### src/soc_consts.svh
`ifndef SOC_CONSTS_SVH
`define SOC_CONSTS_SVH

// ##################################################
// bits 31:28 pick the region.
`define SOC_RAM_REGION  4'h0
`define SOC_IO_REGION   4'h3
`define SOC_SEG_SUB     4'h0  // io bits 15:12.
`define SOC_TIMER_SUB   4'h8

`define SOC_RAM_AWIDTH  10    // word address bits.
`define SOC_SEG_DIGITS  8

// timer registers.
`define TMR_CTRL        4'h0
`define TMR_CMP         4'h4
`define TMR_COUNT       4'h8
`define TMR_STAT        4'hc

`define SEG_VALUE       4'h0
`define SEG_DOTS        4'h4

`endif

### src/soc_pkg.sv
`default_nettype none

`include "soc_consts.svh"

package soc_pkg;

  // one master request in wishbone pipelined style.
  typedef struct packed {
    logic        cyc;
    logic        stb;
    logic        we;
    logic [31:0] adr;
    logic [3:0]  sel;
    logic [31:0] dat;
  } wb_req_t;

  typedef struct packed {
    logic        ack;
    logic        err;
    logic        stall;
    logic [31:0] dat;
  } wb_rsp_t;

  // active low point in bit 7 and g..a in 6:0.
  typedef logic [`SOC_SEG_DIGITS-1:0][7:0] seg_bank_t;

  typedef enum logic [1:0] {
    TGT_RAM,
    TGT_TIMER,
    TGT_SEG,
    TGT_NONE
  } target_e;

  typedef enum logic {
    TMR_ONESHOT,
    TMR_PERIODIC
  } tmr_mode_e;

endpackage

`default_nettype wire

### src/bus_decode.sv
`default_nettype none
`timescale 1ns/1ps

`include "soc_consts.svh"

module bus_decode
(
  input  wire                   clk_i,
  input  wire                   rst_n_i,
  input  wire soc_pkg::wb_req_t m_req_i,
  output soc_pkg::wb_rsp_t      m_rsp_o,
  output soc_pkg::wb_req_t      ram_req_o,
  output soc_pkg::wb_req_t      tmr_req_o,
  output soc_pkg::wb_req_t      seg_req_o,
  input  wire soc_pkg::wb_rsp_t ram_rsp_i,
  input  wire soc_pkg::wb_rsp_t tmr_rsp_i,
  input  wire soc_pkg::wb_rsp_t seg_rsp_i
);

  soc_pkg::target_e tgt;
  soc_pkg::target_e tgt_q;
  logic             accept;
  logic             err_pend_q;

  assign accept = m_req_i.cyc & m_req_i.stb;  // never stalls.

  // ##################################################
  // request side
  always_comb
  begin
    tgt = soc_pkg::TGT_NONE;
    if (m_req_i.adr[31:28] == `SOC_RAM_REGION)
    begin
      tgt = soc_pkg::TGT_RAM;
    end
    else if (m_req_i.adr[31:28] == `SOC_IO_REGION)
    begin
      case (m_req_i.adr[15:12])
        `SOC_TIMER_SUB: tgt = soc_pkg::TGT_TIMER;
        `SOC_SEG_SUB:   tgt = soc_pkg::TGT_SEG;
        default:        tgt = soc_pkg::TGT_NONE;
      endcase
    end
  end

  always_comb
  begin
    ram_req_o     = m_req_i;
    tmr_req_o     = m_req_i;
    seg_req_o     = m_req_i;
    ram_req_o.stb = m_req_i.stb & (tgt == soc_pkg::TGT_RAM);
    tmr_req_o.stb = m_req_i.stb & (tgt == soc_pkg::TGT_TIMER);
    seg_req_o.stb = m_req_i.stb & (tgt == soc_pkg::TGT_SEG);
  end

  // ##################################################
  // response side
  always_ff @(posedge clk_i or negedge rst_n_i)
  begin
    if (!rst_n_i)
    begin
      tgt_q      <= soc_pkg::TGT_NONE;
      err_pend_q <= 1'b0;
    end
    else
    begin
      err_pend_q <= accept & (tgt == soc_pkg::TGT_NONE);
      if (accept)
      begin
        tgt_q <= tgt;
      end
    end
  end

  always_comb
  begin
    case (tgt_q)
      soc_pkg::TGT_RAM:   m_rsp_o = ram_rsp_i;
      soc_pkg::TGT_TIMER: m_rsp_o = tmr_rsp_i;
      soc_pkg::TGT_SEG:   m_rsp_o = seg_rsp_i;
      default:            m_rsp_o = '{ack: 1'b0, err: err_pend_q, stall: 1'b0, dat: 32'h0};
    endcase
  end

endmodule

`default_nettype wire

### config.mk
export PLATFORM = sky130hd
export DESIGN_NAME = bus_decode
export DESIGN_NICKNAME = d
export VERILOG_FILES = /design/src/soc_pkg.sv /design/src/bus_decode.sv
export VERILOG_INCLUDE_DIRS = /design/src
export SDC_FILE = /design/constraint.sdc
export NUM_CORES = 1
export LEC_CHECK = 0
export BUFFER_PORTS_ARGS = -buffer_cell sky130_fd_sc_hd__buf_2
export CORE_AREA = 8 8 158 160
export CTS_BUF_LIST = sky130_fd_sc_hd__clkbuf_4
export DETAILED_ROUTE_END_ITERATION = 12
export DIE_AREA = 0 0 166 168
export PLACE_DENSITY = 0.38
export SETUP_SLACK_MARGIN = 0.2
export SYNTH_ARGS = -nofsm -noshare
export SYNTH_HDL_FRONTEND = slang
export SYNTH_SLANG_ARGS = --single-unit
### constraint.sdc
create_clock -name clk_i -period 1.6 [get_ports clk_i]
set_input_delay 0.32 -clock clk_i [delete_from_list [all_inputs] [get_ports clk_i]]
set_output_delay 0.32 -clock clk_i [all_outputs]
set_load 0.005 [all_outputs]
==> results.cfg, run 1 <==
[sta]
finalWorstPathRequiredPeriod_ns = 1.856
finalClockSkew_ns = 0
slew-limit-headroom_pct = 82.23
final.setup.worst_slack_ns = -0.2559
max_slew.worst_pin.slew_ns = 0.2642
setup-violations-final = 37
timing.final.max_slew_violations = 0
timing.final.hold_violations = 0
fmax_ghz = 0.5388
rsz0062_at_grt = yes
final.period_utilization_pct = 116.0

[clocking]
cts_root_buf = clkbuf_4
cts_max_path_buffers = 2
cts_num_sinks = 3
cts-htree-levels = 1
cts.clk_slew.worst_paths_ns = 0.04
cts_tree = built
clk_latency_ns = 0.23
tritoncts.num_buffers = 3

[logic_synthesis]
ys_seq_area_share_pct = 3.116
yosys_warnings = 0
synthCells = 347
postSynthRegisterBits = 3
synth_cell_types = 20
syn_avg_cell_area_um2 = 7.175
synth_nets = 525
syn-cell-area_um2 = 2490

[pwr]
ir_worst_vdd_v = 0.0001268
pwr_density_cell_nw_per_um2 = 479.9
power_report.internal_total_uw = 772.7
switching_share_pct = 39.75
clockPowerShare_pct = 12.0
power_leakage_uw = 0.001388
comb_power_share_pct = 80.5
power.sequential.fraction_pct = 7.5
p_switching_uw = 509.7

[die]
fp.dieH_um = 168
initial_utilization_pct = 11.13
die_footprint_um2 = 27890
fp-row-count = 55
die_x_um = 166
num_io_pins = 426
core-area_um2 = 22370

[grt]
globalRouteTotalUtil_pct = 6.434
grt_max_degree = 19
grt_antenna_before_repair = 2
grt_pass1_wl_um = 13820
grt_overflow_total = 0
grt_pass1_vias = 2120

[layout]
design.final.nets = 520
post_route_cells_drive_above_1_share_pct = 70.38
finish.cell_count_without_fillers = 627
layout.cell_area.non_filler_um2 = 2673
area.growth.synth_to_final_pct = 7.337
area.sequential_um2 = 77.57
fillers = 2626
total_area_of_multi_input_combinational_cells_um2 = 843.3
layout.core_utilization_pct = 11.95

[placed_design]
routabilityCongestion = 0.8010
dp_worst_setup_slack_ns = -0.1997
area_after_detailed_placement_um2 = 2320
port_buffers = 181
placed_cells_incl_taps = 608
post-dp-hpwl_um = 7767

[setup_path]
cp.arrival_ns = 1.54
critical_path_peak_fanout = 7
timing.reg2reg.worst_path_depth = 5
worstReg2RegStart = tgt_q[1]$_DFFE_PN1P_
worst_flop_to_flop_path_endpoint = tgt_q[1]$_DFFE_PN1P_
timing_worst_setup_path_type = reg2out
worst_setup_path_end_kind = primary output
critPathRequiredTime_ns = 1.28
setup.worst_path.start_class = flop
ff2ff_setup_slack_ns = 0.50

[min_path]
hold_start = m_req_i[69]
worst_hold_path.endpoint = err_pend_q$_DFF_PN0_
min_delay_path_depth = 3
worst_hold_path_type = in2reg

[run_status]
failed_checks = setup timing
result_of_the_run = complete, but fails checks

[route]
drt_first_iter_violations = 75
wire_per_inst_um = 15.70
total_vias_in_the_final_route = 1982
vias_per_cell = 3.161
postRouteWirelength_um = 9843
drc = 0
drt-pass1-iter-count = 4
antenna_violating_nets_post_route = 0

[flow_run]
max_cap_violations = 0
## through the flow
stage	hold slack (ns)	total power, uW	setup TNS (ns)
floorplan	0.02441	894.6	0
global placement	0.1246	952.7	-0.6887
detailed placement	0.1230	950.1	-0.8858
CTS	0.4279	1242	-9.169
global route	0.4547	1411	-12.15
finish	0.4441	1282	-7.972
## layout make-up
cell class	instances	share of cell area (%)
timing repair buffer	212	50.70
sequential	3	2.903
multi-input combinational	120	31.55
antenna	1	0.09363
clock buffer	4	1.124
inverter	2	0.2809
tap	285	13.34
## per-layer routing
layer  part of all wire, %  wire length [um]  vias to the layer above  GRT usage (%)
met5                  0.13                13                        -              0
met3                    18              1786                       47          5.285
met2                    40              3985                      255          9.088
li1                      -                 -                      898              -
met4                   5.2               515                        2          4.150
met1                    36              3543                      780          6.363
## synth_stat cells, drive strengths merged
cell / instances / share of area, %
nor4: 2 / 0.50
nor2: 2 / 0.30
mux2i: 34 / 14
buf: 217 / 65
or4b: 1 / 0.55
nor2b: 1 / 0.25
mux4: 1 / 0.90
clkbuf: 5 / 0.75
and3: 1 / 0.30
dfrtp: 1 / 1.0
nand2b: 1 / 0.25
inv: 2 / 0.30
nand2: 37 / 5.6
or4: 1 / 0.35
nor3: 1 / 0.65
dfstp: 2 / 2.1
and4: 1 / 0.35
nand3: 1 / 0.20
o21ai: 36 / 7.2
## state kept, by name, indices dropped and copies added, names as in the netlist
| signal | cells |
|---|---|
| err_pend_q | 1 |
| tgt_q | 2 |
## worst max-delay path by stage
stage                               from       endpoint  slack [ns]  cells past startpoint
CTS                 tgt_q[0]$_DFFE_PN1P_    m_rsp_o[12]       -0.28                      6
floorplan                    m_req_i[67]  tmr_req_o[69]        0.03                      3
global route        tgt_q[0]$_DFFE_PN1P_    m_rsp_o[28]       -0.39                      6
detailed placement           m_req_i[67]  seg_req_o[69]       -0.20                      5
finish              tgt_q[0]$_DFFE_PN1P_    m_rsp_o[28]       -0.26                      6
global placement             m_req_i[67]  tmr_req_o[69]       -0.20                      5
## power by group through the flow
| stage | logic, uW | clock network (uW) | registers (uW) |
|---|---|---|---|
| detailed placement | 844 | 0 | 107 |
| finish | 1030 | 154 | 96.7 |
| global placement | 847 | 0 | 106 |
| CTS | 984 | 161 | 96.9 |
| floorplan | 803 | 0 | 91.9 |
| global route | 1130 | 178 | 98.6 |
## critical path, cell delays in order (launching register included)
cell,delay (ns)
dfstp_2,0.55
nor2b_4,0.22
buf_12,0.14
clkbuf_16,0.15
nand2_1,0.05
o21ai_1,0.07
buf_2,0.13
## cells in the final DEF, fill, tap and decap left out, types with 2 or more instances in the layout
cell type    n
buf_2      177
mux2i_1     30
nand2_1     30
o21ai_1     29
buf_4       14
buf_6        9
nand2_2      7
buf_12       6
mux2i_2      4
o21ai_0      4
clkbuf_4     4
o21ai_2      3
buf_16       3
inv_1        2
nor2_2       2
clkbuf_16    2
dfstp_2      2
## kinds of logic after synthesis
| logic type | count (synthesis) | share of synthesized area [%] |
|---|---|---|
| DFF | 3 | 3.115 |
| muxes | 35 | 14.57 |
| and+or+nand+nor | 49 | 9.297 |
| AOI/OAI and AO/OA | 36 | 7.236 |
| buffers and inverters | 224 | 65.78 |
## repair_timing
action | 4_1_cts | 5_1_grt
buffers inserted | 8 | 0
gates resized for setup | 18 | 15
hold buffers | 1 | 0
pin swaps | 6 | 4
setup endpoints to repair | 39 | 39
endpoints found under the hold margin | 1 | 0
cloned | 2 | 3
No activity file was read; power rests on OpenSTA's default activity.
==> run 2, diff against run 1 <==
- CAP_MARGIN: default -> 20
- PLACE_DENSITY: 0.38 -> 0.37
- clock period: 1.6 -> 1.75 ns (I/O delays scaled with it)
==> results.cfg, run 2 (synthesized netlist as in run 1, its figures left out) <==
[route]
drc = 0
antenna_violating_nets_post_route = 0
vias_per_cell = 3.229
drt_first_iter_violations = 53
drt-pass1-iter-count = 4
total_vias_in_the_final_route = 2044
wire_per_inst_um = 16.47
postRouteWirelength_um = 10430

[clocking]
cts_tree = built
cts_num_sinks = 3
cts.clk_slew.worst_paths_ns = 0.04
clk_latency_ns = 0.23
cts_root_buf = clkbuf_4
cts_max_path_buffers = 2
cts-htree-levels = 1
tritoncts.num_buffers = 3

[sta]
max_slew.worst_pin.slew_ns = 0.2475
slew-limit-headroom_pct = 83.03
final.setup.worst_slack_ns = -0.2134
timing.final.max_slew_violations = 0
timing.final.hold_violations = 0
rsz0062_at_grt = yes
setup-violations-final = 37
final.period_utilization_pct = 112.2
finalClockSkew_ns = 0
finalWorstPathRequiredPeriod_ns = 1.963
fmax_ghz = 0.5093

[setup_path]
critical_path_peak_fanout = 5
worst_flop_to_flop_path_endpoint = tgt_q[1]$_DFFE_PN1P_
timing_worst_setup_path_type = reg2out
timing.reg2reg.worst_path_depth = 4
worstReg2RegStart = tgt_q[1]$_DFFE_PN1P_
critPathRequiredTime_ns = 1.40
worst_setup_path_end_kind = primary output
ff2ff_setup_slack_ns = 0.71
worstPathCellList = nor2b_4 > buf_6 > clkbuf_16 > nand2_4 > o21ai_1 > buf_2
setup.worst_path.start_class = flop
worst_path_max_delay_cell = dfstp_2
cp.arrival_ns = 1.61
slowest_delay_ns = 0.57

[placed_design]
routabilityCongestion = 0.7828
post-dp-hpwl_um = 8053
dp_worst_setup_slack_ns = -0.1436
port_buffers = 181

[layout]
largest_register_ff_count = 2
area.growth.synth_to_final_pct = 16.93
largest_register = tgt_q
reg_top3 = tgt_q: 2 flops, err_pend_q: 1 flops
layout.core_utilization_pct = 13.02
most-common-layout-cells = buf_2 (176), mux2i_1 (29), o21ai_1 (24), nand2_2 (19)
post_route_cells_drive_above_1_share_pct = 77.52
design.final.nets = 526
final_common_cell = buf_2

[grt]
grt_pass1_wl_um = 14140
grt_antenna_before_repair = 1
grt_overflow_total = 0
globalRouteTotalUtil_pct = 6.690
grt_pass1_vias = 2277
grt_max_degree = 25

[min_path]
min_delay_path_depth = 3
worst_hold_path.endpoint = err_pend_q$_DFF_PN0_
worst_hold_path_type = in2reg
hold_start = m_req_i[69]

[die]
initial_utilization_pct = 11.13
die_footprint_um2 = 27890
num_io_pins = 426
fp-row-count = 55
die_x_um = 166
core-area_um2 = 22370
fp.dieH_um = 168

[flow_run]
max_cap_violations = 0

[pwr]
total_power_uw = 1336
pwr_density_cell_nw_per_um2 = 459.0
power_leakage_uw = 0.001494
ir_worst_vdd_v = 0.0002089

[run_status]
result_of_the_run = complete, but fails checks
failed_checks = setup timing
-- run 2: changes by cell type in the layout (fill, tap and decap cells not counted), moves of 3 or more --
cell / previous run / this run
buf_6: 9 / 12
o21ai_2: 3 / 9
buf_8: 0 / 6
nand2_2: 7 / 19
o21ai_1: 29 / 24
nand2_1: 30 / 12
nand2_4: 0 / 5
mux2i_4: 0 / 3
-- run 2: worst max-delay path, delay by kind of cell, from the launching register on --
family / cells / cell delay [ns]
flip-flops: 1 / 0.57
AO/OA/AOI/OAI: 1 / 0.06
buffers and inverters: 3 / 0.45
AND/OR/NAND/NOR: 2 / 0.30
-- run 2: timing repair --
item	in CTS	in global routing
hold buffers	1	0
endpoints found under the hold margin	1	0
setup buffers	6	1
resized for setup	69	46
endpoints found under the setup margin	38	38
cloned	4	2
pin swaps	8	19
-- run 2: area by class of cell --
| cell class | instances | area, um2 |
|---|---|---|
| inverter | 2 | 7.507 |
| fill | 2595 | 19450 |
| timing repair buffer | 218 | 1466 |
| antenna | 1 | 2.502 |
| sequential | 3 | 77.57 |
| tap | 285 | 356.6 |
| clock buffer | 4 | 30.03 |
| multi-input combinational | 120 | 970.9 |
-- run 2: worst max path at each step --
| stage | start | to | depth (start not counted) |
|---|---|---|---|
| after floorplan | m_req_i[67] | tmr_req_o[69] | 3 |
| after global placement | m_req_i[67] | seg_req_o[69] | 5 |
| after detailed placement | m_req_i[67] | seg_req_o[69] | 5 |
| after CTS | tgt_q[1]$_DFFE_PN1P_ | m_rsp_o[33] | 5 |
| after global routing | tgt_q[0]$_DFFE_PN1P_ | m_rsp_o[28] | 6 |
| final | tgt_q[0]$_DFFE_PN1P_ | m_rsp_o[13] | 6 |
-- run 2: per-layer routing --
layer | global-route usage [%] | vias up | share of wire [%]
met5 | 0.9025 | - | 0.33
met4 | 3.755 | 2 | 4.0
met3 | 5.426 | 45 | 16
met2 | 9.878 | 246 | 43
met1 | 6.454 | 842 | 36
li1 | - | 909 | -
-- run 2: where the power goes --
part	internal, uW	leakage, uW	switching [uW]
registers	81.4	0.0000340	9.92
logic	620	0.00144	486
clock network	101	0.0000184	37.9
-- run 2: through the flow --
| stage | cells | cell area (um2) | setup TNS (ns) | hold slack [ns] |
|---|---|---|---|---|
| final | 633 | 2912 | -6.783 | 0.4460 |
| after global routing | 633 | 2912 | -9.865 | 0.4600 |
| after CTS | 629 | 2665 | -7.275 | 0.4446 |
| after detailed placement | 614 | 2322 | -0.2973 | 0.1631 |
| after global placement | 614 | 2322 | -0.3183 | 0.1626 |
| after floorplan | 347 | 2512 | 0 | 0.05441 |
==> run 3, diff against run 2 <==
- CORE_AREA: 8 8 158 160 -> 2 2 166 168
- DIE_AREA: 0 0 166 168 -> 0 0 168 170
- PLACE_DENSITY: 0.37 -> 0.32
- SLEW_MARGIN: default -> 40
==> results.cfg, run 3 (synthesized netlist as in run 1, its figures left out) <==
[setup_path]
critPathRequiredTime_ns = 1.40
setup.worst_path.start_class = flop
worst_setup_path_end_kind = primary output
critical_path_peak_fanout = 4
critical_path.n_buffers_inverters = 2
timing.critical_path.max_delay_family = flip-flops
cp.arrival_ns = 1.58
worstPathCellList = buf_4 > mux4_2 > buf_6
worst_path_max_delay_cell = dfstp_2
timing_worst_setup_path_type = reg2out
slowest_delay_ns = 0.58

[grt]
grt_pass1_wl_um = 11310
globalRouteTotalUtil_pct = 5.221
grt_overflow_total = 0
grt_pass1_vias = 1953
grt_antenna_before_repair = 2
grt_max_degree = 24

[die]
core-area_um2 = 26650
num_io_pins = 426
fp.dieH_um = 170
fp-row-count = 60
initial_utilization_pct = 9.343
die_footprint_um2 = 28560
die_x_um = 168

[placed_design]
post-dp-hpwl_um = 6868
routabilityCongestion = 0.5968
port_buffers = 181
area_after_detailed_placement_um2 = 2460
placed_cells_incl_taps = 670

[sta]
setup-violations-final = 37
fmax_ghz = 0.5186
slew-limit-headroom_pct = 81.44
fin_tns_setup_ns = -4.593
finalWorstPathRequiredPeriod_ns = 1.928
rsz0062_at_grt = yes
timing.final.max_slew_violations = 0
final.setup.worst_slack_ns = -0.1781
timing.final.hold_violations = 0
finalClockSkew_ns = 0
final.period_utilization_pct = 110.2
max_slew.worst_pin.slew_ns = 0.2758

[clocking]
clk_latency_ns = 0.23
cts_num_sinks = 3
tritoncts.num_buffers = 3
cts_root_buf = clkbuf_4
cts.clk_slew.worst_paths_ns = 0.04
cts-htree-levels = 1
cts_max_path_buffers = 2
cts_tree = built

[route]
postRouteWirelength_um = 8266
vias_per_cell = 2.846
drt_first_iter_violations = 31
drt-pass1-iter-count = 3
total_vias_in_the_final_route = 1944
drc = 0
antenna_violating_nets_post_route = 0
wire_per_inst_um = 12.10

[layout]
most-common-layout-cells = buf_2 (176), mux2i_1 (26), nand2_2 (22), o21ai_1 (21), buf_4 (15)
post_route_cells_drive_above_1_share_pct = 79.18
reg_top3 = tgt_q: 2 flops, err_pend_q: 1 flops
area.growth.synth_to_final_pct = 15.13
final_common_cell = buf_2
largest_register = tgt_q
largest_register_ff_count = 2
design.final.nets = 520
layout.cell_area.non_filler_um2 = 2867
finish.cell_count_without_fillers = 683

[min_path]
worst_hold_path_type = in2reg

[run_status]
failed_checks = setup timing
result_of_the_run = complete, but fails checks

[pwr]
pwr_density_cell_nw_per_um2 = 427.7
ir_worst_vdd_v = 0.0001734
power_leakage_uw = 0.001428

[flow_run]
max_cap_violations = 0
==> run 3: cell types whose count changed in the layout (fill, tap and decap cells not counted), moves of 2 or more <==
cell	change
o21ai_2	+3
buf_6	-5
nand2_2	+3
buf_16	-3
buf_12	+2
mux2i_1	-3
buf_8	-2
mux2i_2	+2
buf_4	+3
o21ai_1	-3
==> run 3: power breakdown <==
part	switching [uW]	leakage, uW	internal, uW	total (uW)
registers	9.81	0.0000340	81.5	91.3
clock network	34.6	0.0000184	101	135
logic	443	0.00138	556	999
total	488	0.00143	738	1230
==> run 3: metal layers <==
metal | part of all wire, % | vias up | wire [um] | GRT usage [%]
met5 | 0.16 | - | 13 | 0
met4 | 3.9 | 2 | 323 | 2.760
met3 | 17 | 37 | 1430 | 3.605
met2 | 48 | 212 | 3937 | 8.947
met1 | 31 | 797 | 2560 | 4.621
li1 | - | 896 | - | -
==> run 3: tightest hold or removal path: cells and delay by family <==
| family | cells | cell delay (ns) |
|---|---|---|
| AND/OR/NAND/NOR | 2 | 0.16 |
| buffers and inverters | 1 | 0.13 |
==> run 3: area by class of cell <==
class | instances | area [um2]
diodes | 1 | 2.502
clock buffers | 4 | 30.03
fillers | 3114 | 23780
inverters | 2 | 7.507
multi-input cells | 120 | 987.2
flip-flops and latches | 3 | 77.57
well taps | 341 | 426.7
repair buffers | 212 | 1335
==> run 3: repair_timing <==
action                     CTS  global route
buffers inserted             5             0
setup endpoints to repair   38            38
gates cloned                 1             1
pin swaps                   18             6
hold buffers                 1             0
gates resized for setup     67            41
hold endpoints to repair     1             0
==> run 3: final timing paths <==
path | startpoint | endpoint | slack [ns] | cells after the start
setup / recovery | tgt_q[0]$_DFFE_PN1P_ | m_rsp_o[33] | -0.18 | 3
hold / removal | m_req_i[69] | err_pend_q$_DFF_PN0_ | 0.46 | 3
setup reg to reg | tgt_q[0]$_DFFE_PN1P_ | tgt_q[0]$_DFFE_PN1P_ | 0.77 | 3
hold reg to reg | tgt_q[1]$_DFFE_PN1P_ | tgt_q[1]$_DFFE_PN1P_ | 0.65 | 3
max in group asynchronous | rst_n_i | tgt_q[1]$_DFFE_PN1P_ | 1.07 | 2
min in group asynchronous | rst_n_i | err_pend_q$_DFF_PN0_ | 0.49 | 2
==> run 3: stage by stage <==
| step | setup slack (ns) | hold slack [ns] | total power, uW | utilization, % |
|---|---|---|---|---|
| 2_1_floorplan | 0.1213 | 0.05441 | 779.4 | - |
| 3_3_place_gp | -0.1870 | 0.1474 | 911.3 | 9.230 |
| 3_5_place_dp | -0.1854 | 0.1544 | 903.4 | 9.230 |
| 4_1_cts | -0.2146 | 0.4446 | 1174 | 10.18 |
| 5_1_grt | -0.2719 | 0.4716 | 1343 | 10.75 |
| 6_report | -0.1781 | 0.4581 | 1226 | 10.76 |
