===== config.mk =====
export PLATFORM = sky130hd
export DESIGN_NAME = interval_timer
export DESIGN_NICKNAME = d
export VERILOG_FILES = /design/src/soc_pkg.sv /design/src/interval_timer.sv
export VERILOG_INCLUDE_DIRS = /design/src
export SDC_FILE = /design/constraint.sdc
export NUM_CORES = 1
export LEC_CHECK = 0
export BUFFER_PORTS_ARGS = -buffer_cell sky130_fd_sc_hd__buf_2
export CORE_MARGIN = 3
export CORE_UTILIZATION = 54
export DETAILED_ROUTE_END_ITERATION = 7
export PLACE_DENSITY = 0.78
export SYNTH_ARGS = -nofsm -noshare
export SYNTH_HDL_FRONTEND = slang
export SYNTH_SLANG_ARGS = --single-unit

===== constraint.sdc =====
create_clock -name clk_i -period 2.4 [get_ports clk_i]
set_clock_uncertainty 0.1 [all_clocks]
set_input_delay 0.48 -clock clk_i [delete_from_list [all_inputs] [get_ports clk_i]]
set_output_delay 0.48 -clock clk_i [all_outputs]
set_load 0.005 [all_outputs]

===== src/soc_consts.svh =====
`ifndef SOC_CONSTS_SVH
`define SOC_CONSTS_SVH

// ##################################################
// bits 31:28 pick the region.
`define SOC_RAM_REGION  4'h0
`define SOC_IO_REGION   4'h3
`define SOC_SEG_SUB     4'h0  // io bits 15:12.
`define SOC_TIMER_SUB   4'h8

`define SOC_RAM_AWIDTH  10    // word address bits.
`define SOC_SEG_DIGITS  8

// timer registers.
`define TMR_CTRL        4'h0
`define TMR_CMP         4'h4
`define TMR_COUNT       4'h8
`define TMR_STAT        4'hc

`define SEG_VALUE       4'h0
`define SEG_DOTS        4'h4

`endif


===== src/soc_pkg.sv =====
`default_nettype none

`include "soc_consts.svh"

package soc_pkg;

  // one master request in wishbone pipelined style.
  typedef struct packed {
    logic        cyc;
    logic        stb;
    logic        we;
    logic [31:0] adr;
    logic [3:0]  sel;
    logic [31:0] dat;
  } wb_req_t;

  typedef struct packed {
    logic        ack;
    logic        err;
    logic        stall;
    logic [31:0] dat;
  } wb_rsp_t;

  // active low point in bit 7 and g..a in 6:0.
  typedef logic [`SOC_SEG_DIGITS-1:0][7:0] seg_bank_t;

  typedef enum logic [1:0] {
    TGT_RAM,
    TGT_TIMER,
    TGT_SEG,
    TGT_NONE
  } target_e;

  typedef enum logic {
    TMR_ONESHOT,
    TMR_PERIODIC
  } tmr_mode_e;

endpackage

`default_nettype wire


===== src/interval_timer.sv =====
`default_nettype none
`timescale 1ns/1ps

`include "soc_consts.svh"

module interval_timer
(
  input  wire                   clk_i,
  input  wire                   rst_n_i,
  input  wire soc_pkg::wb_req_t req_i,
  output soc_pkg::wb_rsp_t      rsp_o,
  output logic                  irq_o
);

  soc_pkg::tmr_mode_e mode_q;
  logic               en_q;
  logic               ie_q;
  logic               pend_q;
  logic [31:0]        cmp_q;
  logic [31:0]        count_q;
  logic               accept;
  logic               wr;
  logic               hit;
  logic [3:0]         reg_off;
  logic [31:0]        rd_dat;
  logic               ack_q;
  logic [31:0]        dat_q;

  assign accept  = req_i.cyc & req_i.stb;
  assign wr      = accept & req_i.we;
  assign reg_off = {req_i.adr[3:2], 2'b00};
  assign hit     = en_q & (count_q == cmp_q);
  assign irq_o   = pend_q & ie_q;

  // ##################################################
  // counter and registers
  always_ff @(posedge clk_i or negedge rst_n_i)
  begin
    if (!rst_n_i)
    begin
      en_q    <= 1'b0;
      mode_q  <= soc_pkg::TMR_ONESHOT;
      ie_q    <= 1'b0;
      pend_q  <= 1'b0;
      cmp_q   <= 32'h0;
      count_q <= 32'h0;
    end
    else
    begin
      if (hit)
      begin
        count_q <= 32'h0;
        pend_q  <= 1'b1;
        if (mode_q == soc_pkg::TMR_ONESHOT)
        begin
          en_q <= 1'b0;
        end
      end
      else if (en_q)
      begin
        count_q <= count_q + 32'h1;
      end
      if (wr && reg_off == `TMR_STAT && req_i.dat[0] && !hit)
      begin
        pend_q <= 1'b0;  // a new hit wins.
      end
      if (wr && reg_off == `TMR_CTRL)
      begin
        en_q   <= req_i.dat[0];
        mode_q <= soc_pkg::tmr_mode_e'(req_i.dat[1]);
        ie_q   <= req_i.dat[2];
      end
      if (wr && reg_off == `TMR_CMP)
      begin
        cmp_q <= req_i.dat;
      end
    end
  end

  always_comb
  begin
    case (reg_off)
      `TMR_CTRL:  rd_dat = {29'h0, ie_q, mode_q, en_q};
      `TMR_CMP:   rd_dat = cmp_q;
      `TMR_COUNT: rd_dat = count_q;
      default:    rd_dat = {31'h0, pend_q};
    endcase
  end

  always_ff @(posedge clk_i or negedge rst_n_i)
  begin
    if (!rst_n_i)
    begin
      ack_q <= 1'b0;
    end
    else
    begin
      ack_q <= accept;
    end
  end

  always_ff @(posedge clk_i)
  begin
    if (accept)
    begin
      dat_q <= rd_dat;
    end
  end

  assign rsp_o = '{ack: ack_q, err: 1'b0, stall: 1'b0, dat: dat_q};

endmodule

`default_nettype wire


==> summary.txt, run 1 <==
Synthesis
  • Multiplexer share of the synthesized area: 0.0896
  • Xor-xnor portion of the synthesized cell area: 0.110
  • Total standard cell area after synthesis: 0.00486 sq mm
  • Avg Synthesized Cell Area: 12.4 sq um
  • Count of different cell masters after synthesis: 40
  • Simple-gate area share of the yosys netlist: 0.149
  • Warnings from Yosys: 0
  • Main combinational cell family by area after synthesis: simple AND/OR/NAND/NOR gates
  • Async S/R FF share, synth: 0.683
  • Post-synthesis cell count: 393
  • Compound-gate portion of the synthesized area: 0.0616
  • Part of the Yosys area used for sequential elements: 0.553
  • Most instantiated cells after synthesis: 69 x dfrtp_1, 54 x xor2_1, 35 x nor2_1
  • Area share of fa/ha/maj cells after synthesis: 0.00258
  • Yosys top cell area share: 0.355
  • Number of synthesized flops with an enable pin: 32
  • Most frequent cell after synthesis: dfrtp_1
  • Biggest area consumer among synthesized cells: dfrtp_1
  • Synth area leaders: dfrtp_1 36%, edfxtp_1 20%, xor2_1 9.7%
  • Flip-flop and latch count after synthesis: approximately 100
  • Synth Flop Type: dfrtp_1

Setup path
  • Crit path required time: roughly 2500 ps
  • Data arrival time at the worst-slack endpoint: 2200 ps
  • Maximum fanout encountered on the critical timing path: 31
  • Startpoint type of the worst setup path: register
  • Critical path capture point type: register
  • Critical path class: register to register

STA
  • Setup_tns: 0 ps
  • Setup violations, final: 0
  • Number of hold violations in the final report: 0
  • Worst slew slack as a fraction of its limit: 0.626
  • Final critical path time including I/O delays and setup: 2060 ps
  • Number of pins exceeding their max-slew limit in the final report: 0
  • Setup slack of the critical path after layout: 339 ps
  • Final critical-path share of the clock period: 0.859
  • Setup repair after global routing missed its margin: no
  • Highest clock frequency the design can meet: 485 MHz
  • Slew @ Worst Pin: roughly 560 ps

Floorplanning
  • Placeable core area: 0.00846 sq mm
  • Effective utilization at floorplan: 0.574
  • Die area: between 0.01 and 0.015 sq mm
  • Die outline height: 101 um
  • Io pins: 109
  • Cell row count: 33
  • Width of the die: 101 um

Routing
  • Drt initial violations: 162
  • Number of nets with antenna violations after routing: 0
  • DRC violations left: 0
  • Total routed wirelength: between 10000 and 15000 um
  • Per-cell routed wire length: 18.9 um
  • Average via count per standard cell: between 5 and 6
  • Detailed-route via count: 3382
  • TritonRoute pass-1 iters: 4

CTS
  • Clock Latency Late Sink: 350 ps
  • Setup repair bufs after CTS: 0
  • Clock tree buffer depth: 2
  • CTS tree: done
  • Number of CTS-inserted buffers: 9
  • Quantity of hold-fixing buffers added after cts: 0
  • TritonCTS Sinks: 101
  • H-tree levels: 3
  • Cell at the root of the clock tree: clkbuf_8
  • Clock-pin slew reported for the worst setup and hold paths after clock tree synthesis: 90 ps
  • Count of cells resized by post-cts repair: 0

Final layout
  • Antenna diodes: 0
  • Non-filler cells in the finished layout: 580
  • Number of nets in the finished design: 544
  • Area growth from synthesis to layout: 14.6%
  • Layout cell share with drive strength beyond 1: 0.318
  • # fillers: 631

Global routing
  • Antenna violations before repair: 0
  • Wire length of the first global-routing pass: 17700 um
  • Via count of the first global-routing pass: approximately 3400
  • Pin count of the biggest net entering global routing: 33
  • Overall fraction of global-route tracks in use: 0.229
  • Global route overflow: 0

Place
  • Post-detail-place hpwl: 7940 um
  • Final weighted congestion in routability-driven placement: 0.906
  • Number of buffers inserted by port buffering: 72
  • Minimum setup slack after placement: 380 ps
  • Cells after DPL: 564

Pwr
  • Power per cell area: 734 mW/mm^2
  • Maximum vdd drop: 0.506 mV
  • Leakage power: 2.60 nW

Worst hold path
  • Hold Path Class: input pin to async pin

Outcome
  • Result of the run: completed

Run
  • MaxCap Viol Count: 0
registers in the layout (all words and copies together) (netlist names):
| register | flops |
|---|---|
| dat_q | 32 |
| count_q | 32 |
| en_q | 1 |
| ie_q | 1 |
| ack_q | 1 |
| pend_q | 1 |
| mode_q | 1 |
| cmp_q | 32 |
logic make-up after synthesis:
| logic type | count (synthesis) |
|---|---|
| fa+ha+maj | 1 |
| buf+inv | 29 |
| mux | 38 |
| other cells | 1 |
| compound gates | 37 |
| simple gates | 125 |
| xor+xnor | 61 |
| flops | 101 |
where the power goes:
group / switching, mW / internal, mW / leakage, nW
Sequential: 0.228 / 2.01 / 1.20
Combinational: 0.421 / 0.389 / 1.30
Clock: 0.558 / 0.477 / 0.0968
Total: 1.21 / 2.88 / 2.60
routing by layer:
metal | track usage | vias up | wire (um)
met5 | 0 | - | 0
met4 | 0.0601 | 0 | 145
met3 | 0.0436 | 12 | 693
met2 | 0.373 | 109 | 5210
met1 | 0.317 | 1691 | 4920
li1 | - | 1570 | -
area by class of cell:
class	instances	area (sq um)	share of cell area
clock buffers	9	124	0.0223
clock inverters	7	65.1	0.0117
inverters	3	11.3	0.00202
multi-input cells	264	2020	0.363
flip-flops and latches	101	2690	0.483
well taps	105	131	0.0236
repair buffers	91	528	0.0949
critical path, cell delays in order, from the launching register on:
cell and delay (ps):
dfrtp_1 460, xor2_1 210, nor4_1 370, nand2_1 150
nor4_4 320, buf_12 230, nor2_1 80
final timing paths:
| kind | start | cells past startpoint | end | slack [ps] |
|---|---|---|---|---|
| worst max-delay path | count_q[24]$_DFFE_PN0P_ | 6 | count_q[6]$_DFFE_PN0P_ | 340 |
| worst min-delay path | rst_n_i | 1 | count_q[7]$_DFFE_PN0P_ | 6 |
| worst max register to register | count_q[24]$_DFFE_PN0P_ | 6 | count_q[6]$_DFFE_PN0P_ | 340 |
| worst min register to register | ie_q$_DFFE_PN0P_ | 1 | ie_q$_DFFE_PN0P_ | 450 |
| max in group asynchronous | rst_n_i | 2 | cmp_q[20]$_DFFE_PN0P_ | 1540 |
| min in group clk_i | req_i[12] | 2 | cmp_q[12]$_DFFE_PN0P_ | 250 |
layout by cell type, fill, tap and decap left out, drive strengths merged:
cell type  count
nor4b          1
a21oi          1
xnor2          7
buf           91
bufinv         1
or3            2
clkinvlp       1
and2           4
nor2b          2
a22o          29
mux2i          3
o41ai          1
and3           7
clkinv         4
nand2         12
nor2          35
nor3           5
nor4          17
mux2          34
dfrtp         69
edfxtp        32
nand4         21
nand2b         3
nand3b         1
and4           3
xor2          54
inv            4
conb           2
mux4           1
ha             1
clkbuf         9
nand3         12
o22ai          1
o21ai          5
per-stage QoR:
step / total power, mW / utilization / area (sq um) / hold WS [ps]
floorplan: 2.76 / - / 4860 / 84.4
global placement: 3.05 / 0.635 / 5380 / 396
detailed placement: 3.08 / 0.635 / 5380 / 403
CTS: 4.11 / 0.658 / 5570 / 16.9
global route: 4.30 / 0.658 / 5570 / 26.8
finish: 4.09 / 0.658 / 5570 / 5.70
No activity file was read; power rests on OpenSTA's default activity.
==> run 2, diff against run 1 <==
Settings changed: CORE_MARGIN 3 to 10, CTS_CLUSTER_DIAMETER from default to 100, HOLD_SLACK_MARGIN from default to 0.1.
==> summary.txt, run 2 (synthesized netlist as in run 1, its figures left out) <==
Outcome
  • Result of the run: completed

Worst hold path
  • Hold Path Class: input pin to register
  • Hold path cells: 2

Setup path
  • Startpoint type of the worst setup path: register
  • Reg-to-reg slack, setup: 260 ps
  • Capture instance of the worst register-to-register path: en_q$_DFFE_PN0P_
  • R2r startpoint: count_q[15]$_DFFE_PN0P_
  • Critical path capture point type: register
  • Maximum fanout encountered on the critical timing path: 8
  • Startpoint of the most critical setup path: count_q[15]$_DFFE_PN0P_
  • Depth of the worst register-to-register path: 5
  • CP endpoint: en_q$_DFFE_PN0P_
  • Data arrival time at the worst-slack endpoint: 2270 ps
  • Crit path required time: 2530 ps
  • Critical path class: register to register

STA
  • Number of pins exceeding their max-slew limit in the final report: 0
  • Setup violations, final: 0
  • Setup repair after global routing missed its margin: no
  • Setup_tns: 0 ps
  • Final critical-path share of the clock period: 0.894
  • Number of hold violations in the final report: 0
  • Highest clock frequency the design can meet: about 470 MHz
  • Final critical path time including I/O delays and setup: around 2100 ps

Global routing
  • Wire length of the first global-routing pass: about 19000 um
  • Overall fraction of global-route tracks in use: 0.176
  • Via count of the first global-routing pass: 3556
  • Global route overflow: 0
  • Antenna violations before repair: 0
  • Pin count of the biggest net entering global routing: 70

Place
  • Post-detail-place hpwl: 8310 um
  • Number of buffers inserted by port buffering: 72
  • Final weighted congestion in routability-driven placement: 0.898

Run
  • MaxCap Viol Count: 0

CTS
  • Number of CTS-inserted buffers: 9
  • Cell at the root of the clock tree: clkbuf_8
  • H-tree levels: 3
  • TritonCTS Sinks: around 100
  • Count of cells resized by post-cts repair: 0
  • Clock tree buffer depth: 2
  • Clock-pin slew reported for the worst setup and hold paths after clock tree synthesis: 110 ps
  • CTS tree: done
  • Clock Latency Late Sink: 370 ps

Routing
  • Drt initial violations: 138
  • Per-cell routed wire length: 19.5 um
  • Number of nets with antenna violations after routing: 0
  • DRC violations left: 0
  • TritonRoute pass-1 iters: 4
  • Detailed-route via count: 3367
  • Average via count per standard cell: 5.78
  • Total routed wirelength: roughly 11000 um

Pwr
  • Power per cell area: 753 mW/mm^2
  • Leakage power: roughly 2.6 nW
  • Maximum vdd drop: 0.411 mV

Final layout
  • # fillers: around 700
  • Antenna diodes: 0
  • Layout cell share with drive strength beyond 1: 0.316
  • Area occupied by multi-input gates: a little over 0.002 sq mm
  • Most common cell after layout, fill and taps aside: buf_2
  • Area growth from synthesis to layout: 15.0%
  • Number of nets in the finished design: 544
  • Area used by sequential logic in the layout: 0.00269 sq mm
  • Util after Layout: 0.641
  • Registers with the most flip-flops: cmp_q x32, count_q x32, dat_q x32
  • Commonest cells after routing, fill and taps aside: 72 x buf_2, 69 x dfrtp_1, 54 x xor2_1, 34 x nor2_1, 34 x mux2_2

Floorplanning
  • Effective utilization at floorplan: 0.557
  • Die outline height: 115 um
  • Die area: 0.0132 sq mm
  • Placeable core area: around 0.0087 sq mm
  • Width of the die: 115 um
  • Cell row count: 34
  • Io pins: 109
run 2: cell count changes in the layout (fill, tap and decap cells not counted):
cell / change
inv_6: -1
clkinv_2: -2
clkinv_4: +1
clkbuf_1: +1
clkinv_1: -1
clkinvlp_4: +1
buf_12: -1
dlygate4sd3_1: +1
bufinv_16: +1
run 2: report_power, final:
group          internal [mW]  switching (mW)
registers               2.01           0.248
clock network          0.588           0.576
logic                  0.375           0.407
run 2: critical path, cell delays in order, from the launching register on:
cell and delay, ps:
dfrtp_1 480, xor2_1 230, nor4_1 370, nand4_1 200, o41ai_1 510, mux2i_1 140
run 2: through the flow:
step / instances / worst slack (ps) / total power [mW] / hold WS [ps] / cell area [sq um]
2_1_floorplan: 394 / 208 / 2.76 / 84.4 / 4860
3_3_place_gp: 566 / 383 / 3.03 / 415 / 5360
3_5_place_dp: 566 / 302 / 3.06 / 417 / 5360
4_1_cts: 583 / 287 / 4.23 / 222 / 5590
5_1_grt: 583 / 154 / 4.41 / 226 / 5590
6_report: 583 / 256 / 4.21 / 233 / 5590
run 2: cell type report:
type	count	area share
tap	108	0.0242
clock inverter	6	0.0159
timing repair buffer	91	0.0927
clock buffer	10	0.0228
sequential	101	0.481
multi-input combinational	264	0.361
inverter	3	0.00202
run 2: per-layer routing:
| metal | track usage | vias to the layer above | routed length [um] |
|---|---|---|---|
| met1 | 0.228 | 1663 | 4970 |
| met2 | 0.277 | 106 | 5430 |
| li1 | - | 1577 | - |
| met4 | 0.0718 | 0 | 255 |
| met5 | 0 | - | 0 |
| met3 | 0.0448 | 21 | 720 |
run 2: what timing repair did:
action | in CTS | in global routing
setup endpoints to repair | 0 | 0
buffers inserted | 0 | 0
hold buffers | 1 | 0
endpoints found under the hold margin | 69 | 0
run 2: how the worst min path moves through the flow:
stage | startpoint | endpoint | slack (ps)
floorplan | rst_n_i | ack_q$_DFF_PN0_ | 80
global placement | ie_q$_DFFE_PN0P_ | ie_q$_DFFE_PN0P_ | 410
detailed placement | ie_q$_DFFE_PN0P_ | ie_q$_DFFE_PN0P_ | 420
CTS | req_i[9] | cmp_q[9]$_DFFE_PN0P_ | 220
global route | req_i[9] | cmp_q[9]$_DFFE_PN0P_ | 230
finish | req_i[9] | cmp_q[9]$_DFFE_PN0P_ | 230
==> run 3, diff against run 2 <==
Settings changed: RECOVER_POWER from default to 100.
==> summary.txt, run 3 (synthesized netlist as in run 1, its figures left out) <==
STA
  • Worst slew slack as a fraction of its limit: 0.277
  • Number of pins exceeding their max-slew limit in the final report: 0
  • Slew @ Worst Pin: 1080 ps
  • Setup violations, final: 0
  • Final critical-path share of the clock period: 0.897
  • Setup repair after global routing missed its margin: no
  • Final critical path time including I/O delays and setup: 2150 ps
  • Highest clock frequency the design can meet: 464 MHz
  • Number of hold violations in the final report: 0
  • Setup slack of the critical path after layout: approximately 250 ps
  • Setup_tns: 0 ps

Place
  • Final weighted congestion in routability-driven placement: ~0.90
  • Total placed instance area: 0.00536 sq mm
  • Minimum setup slack after placement: 302 ps
  • Post-detail-place hpwl: 8310 um
  • Number of buffers inserted by port buffering: 72
  • Cells after DPL: around 570

Setup path
  • Crit path required time: 2540 ps
  • Startpoint type of the worst setup path: register
  • Depth of the worst register-to-register path: 5
  • Reg-to-reg slack, setup: 250 ps
  • Maximum fanout encountered on the critical timing path: 8
  • Crit path max-delay family: simple AND/OR/NAND/NOR gates
  • Critical Path, Cell by Cell: xor2_1, nor4_1, nand4_1, o41ai_1, mux2i_1
  • R2r startpoint: count_q[15]$_DFFE_PN0P_
  • CP bufs+invs: 0
  • Capture instance of the worst register-to-register path: en_q$_DFFE_PN0P_
  • Data arrival time at the worst-slack endpoint: 2290 ps
  • Number of gates on the worst path with buffers counted: 5
  • Slowest CP cell: o41ai_1
  • Critical path capture point type: register
  • Critical path class: register to register
  • Critical Path Max Stage Delay: 500 ps

Floorplanning
  • Cell row count: 34
  • Die area: between 0.01 and 0.015 sq mm
  • Placeable core area: 0.00872 sq mm
  • Io pins: 109
  • Die outline height: about 110 um
  • Effective utilization at floorplan: 0.557
  • Width of the die: 115 um

CTS
  • Number of CTS-inserted buffers: 9
  • Clock tree buffer depth: 2
  • Setup repair bufs after CTS: 0
  • H-tree levels: 3
  • Cell at the root of the clock tree: clkbuf_8
  • TritonCTS Sinks: 101
  • Clock Latency Late Sink: approximately 380 ps
  • CTS tree: done
  • Clock-pin slew reported for the worst setup and hold paths after clock tree synthesis: 110 ps

Outcome
  • Result of the run: completed

Final layout
  • Registers with the most flip-flops: cmp_q x32, count_q x32, dat_q x32
  • Layout cell share with drive strength beyond 1: 0.240
  • Most common cell after layout, fill and taps aside: dfrtp_1
  • Final non-filler cell area: 0.00551 sq mm
  • # fillers: 716
  • Antenna diodes: 0
  • Non-filler cells in the finished layout: 583
  • Commonest cells after routing, fill and taps aside: 69 x dfrtp_1, 54 x xor2_1, 42 x buf_2, 35 x nor2_1, 34 x mux2_2
  • Area growth from synthesis to layout: 13.5%
  • Number of nets in the finished design: 544

Pwr
  • Maximum vdd drop: 0.411 mV
  • Leakage power: 2.49 nW
  • Overall Power: 4.20 mW
  • Power per cell area: 761 mW/mm^2

Run
  • MaxCap Viol Count: 0

Worst hold path
  • Hold Path Class: input pin to register
  • Hold path cells: 2
  • Endpoint, Worst Hold: cmp_q[9]$_DFFE_PN0P_
  • Beginning of the worst hold path: req_i[9]

Routing
  • DRC violations left: 0
  • Average via count per standard cell: between 5 and 6
  • Total routed wirelength: 11300 um
  • Per-cell routed wire length: 19.5 um
  • TritonRoute pass-1 iters: 4
  • Detailed-route via count: around 3300
  • Drt initial violations: 147
  • Number of nets with antenna violations after routing: 0

Global routing
  • Pin count of the biggest net entering global routing: 70
  • Wire length of the first global-routing pass: 18600 um
  • Global route overflow: 0
  • Via count of the first global-routing pass: 3556
  • Overall fraction of global-route tracks in use: 0.176
  • Antenna violations before repair: 0
[run 3: metal layers]
| layer | vias up | global-route usage | wire length [um] |
|---|---|---|---|
| li1 | 1574 | - | - |
| met1 | 1641 | 0.228 | 4970 |
| met2 | 102 | 0.277 | 5440 |
| met3 | 20 | 0.0448 | 701 |
| met4 | 0 | 0.0718 | 231 |
| met5 | - | 0 | 0 |
[run 3: how the worst max path moves through the flow]
stage	from	endpoint	slack, ps
after floorplan	req_i[70]	cmp_q[10]$_DFFE_PN0P_	210
after global placement	count_q[15]$_DFFE_PN0P_	en_q$_DFFE_PN0P_	380
after detailed placement	count_q[15]$_DFFE_PN0P_	en_q$_DFFE_PN0P_	300
after CTS	count_q[15]$_DFFE_PN0P_	en_q$_DFFE_PN0P_	290
after global routing	req_i[69]	dat_q[23]$_DFFE_PN_	140
final	count_q[15]$_DFFE_PN0P_	en_q$_DFFE_PN0P_	250
[run 3: power breakdown]
group / internal, mW / switching [mW]
clock network: 0.588 / 0.583
registers: 2.01 / 0.249
logic: 0.362 / 0.403
[run 3: area by class of cell]
class | instances | area [sq um] | area share
repair buffers | 91 | 449 | 0.0815
clock buffers | 10 | 128 | 0.0232
flip-flops and latches | 101 | 2690 | 0.488
multi-input cells | 264 | 2010 | 0.365
clock inverters | 6 | 88.8 | 0.0161
inverters | 3 | 11.3 | 0.00204
well taps | 108 | 135 | 0.0245
[run 3: worst register-to-register path, stage by stage (launching register included)]
cell,delay (ps)
dfrtp_1,480
xor2_1,230
nor4_1,390
nand4_1,200
o41ai_1,500
mux2i_1,130
[run 3: timing repair]
| action | 4_1_cts | 5_1_grt |
|---|---|---|
| hold buffers | 1 | 0 |
| hold endpoints to repair | 69 | 0 |
| gates resized for setup | 0 | 0 |
[run 3: through the flow]
step | hold WS [ps] | util
floorplan | 84.4 | -
global placement | 415 | 0.615
detailed placement | 417 | 0.615
CTS | 222 | 0.641
global route | 226 | 0.632
finish | 227 | 0.632
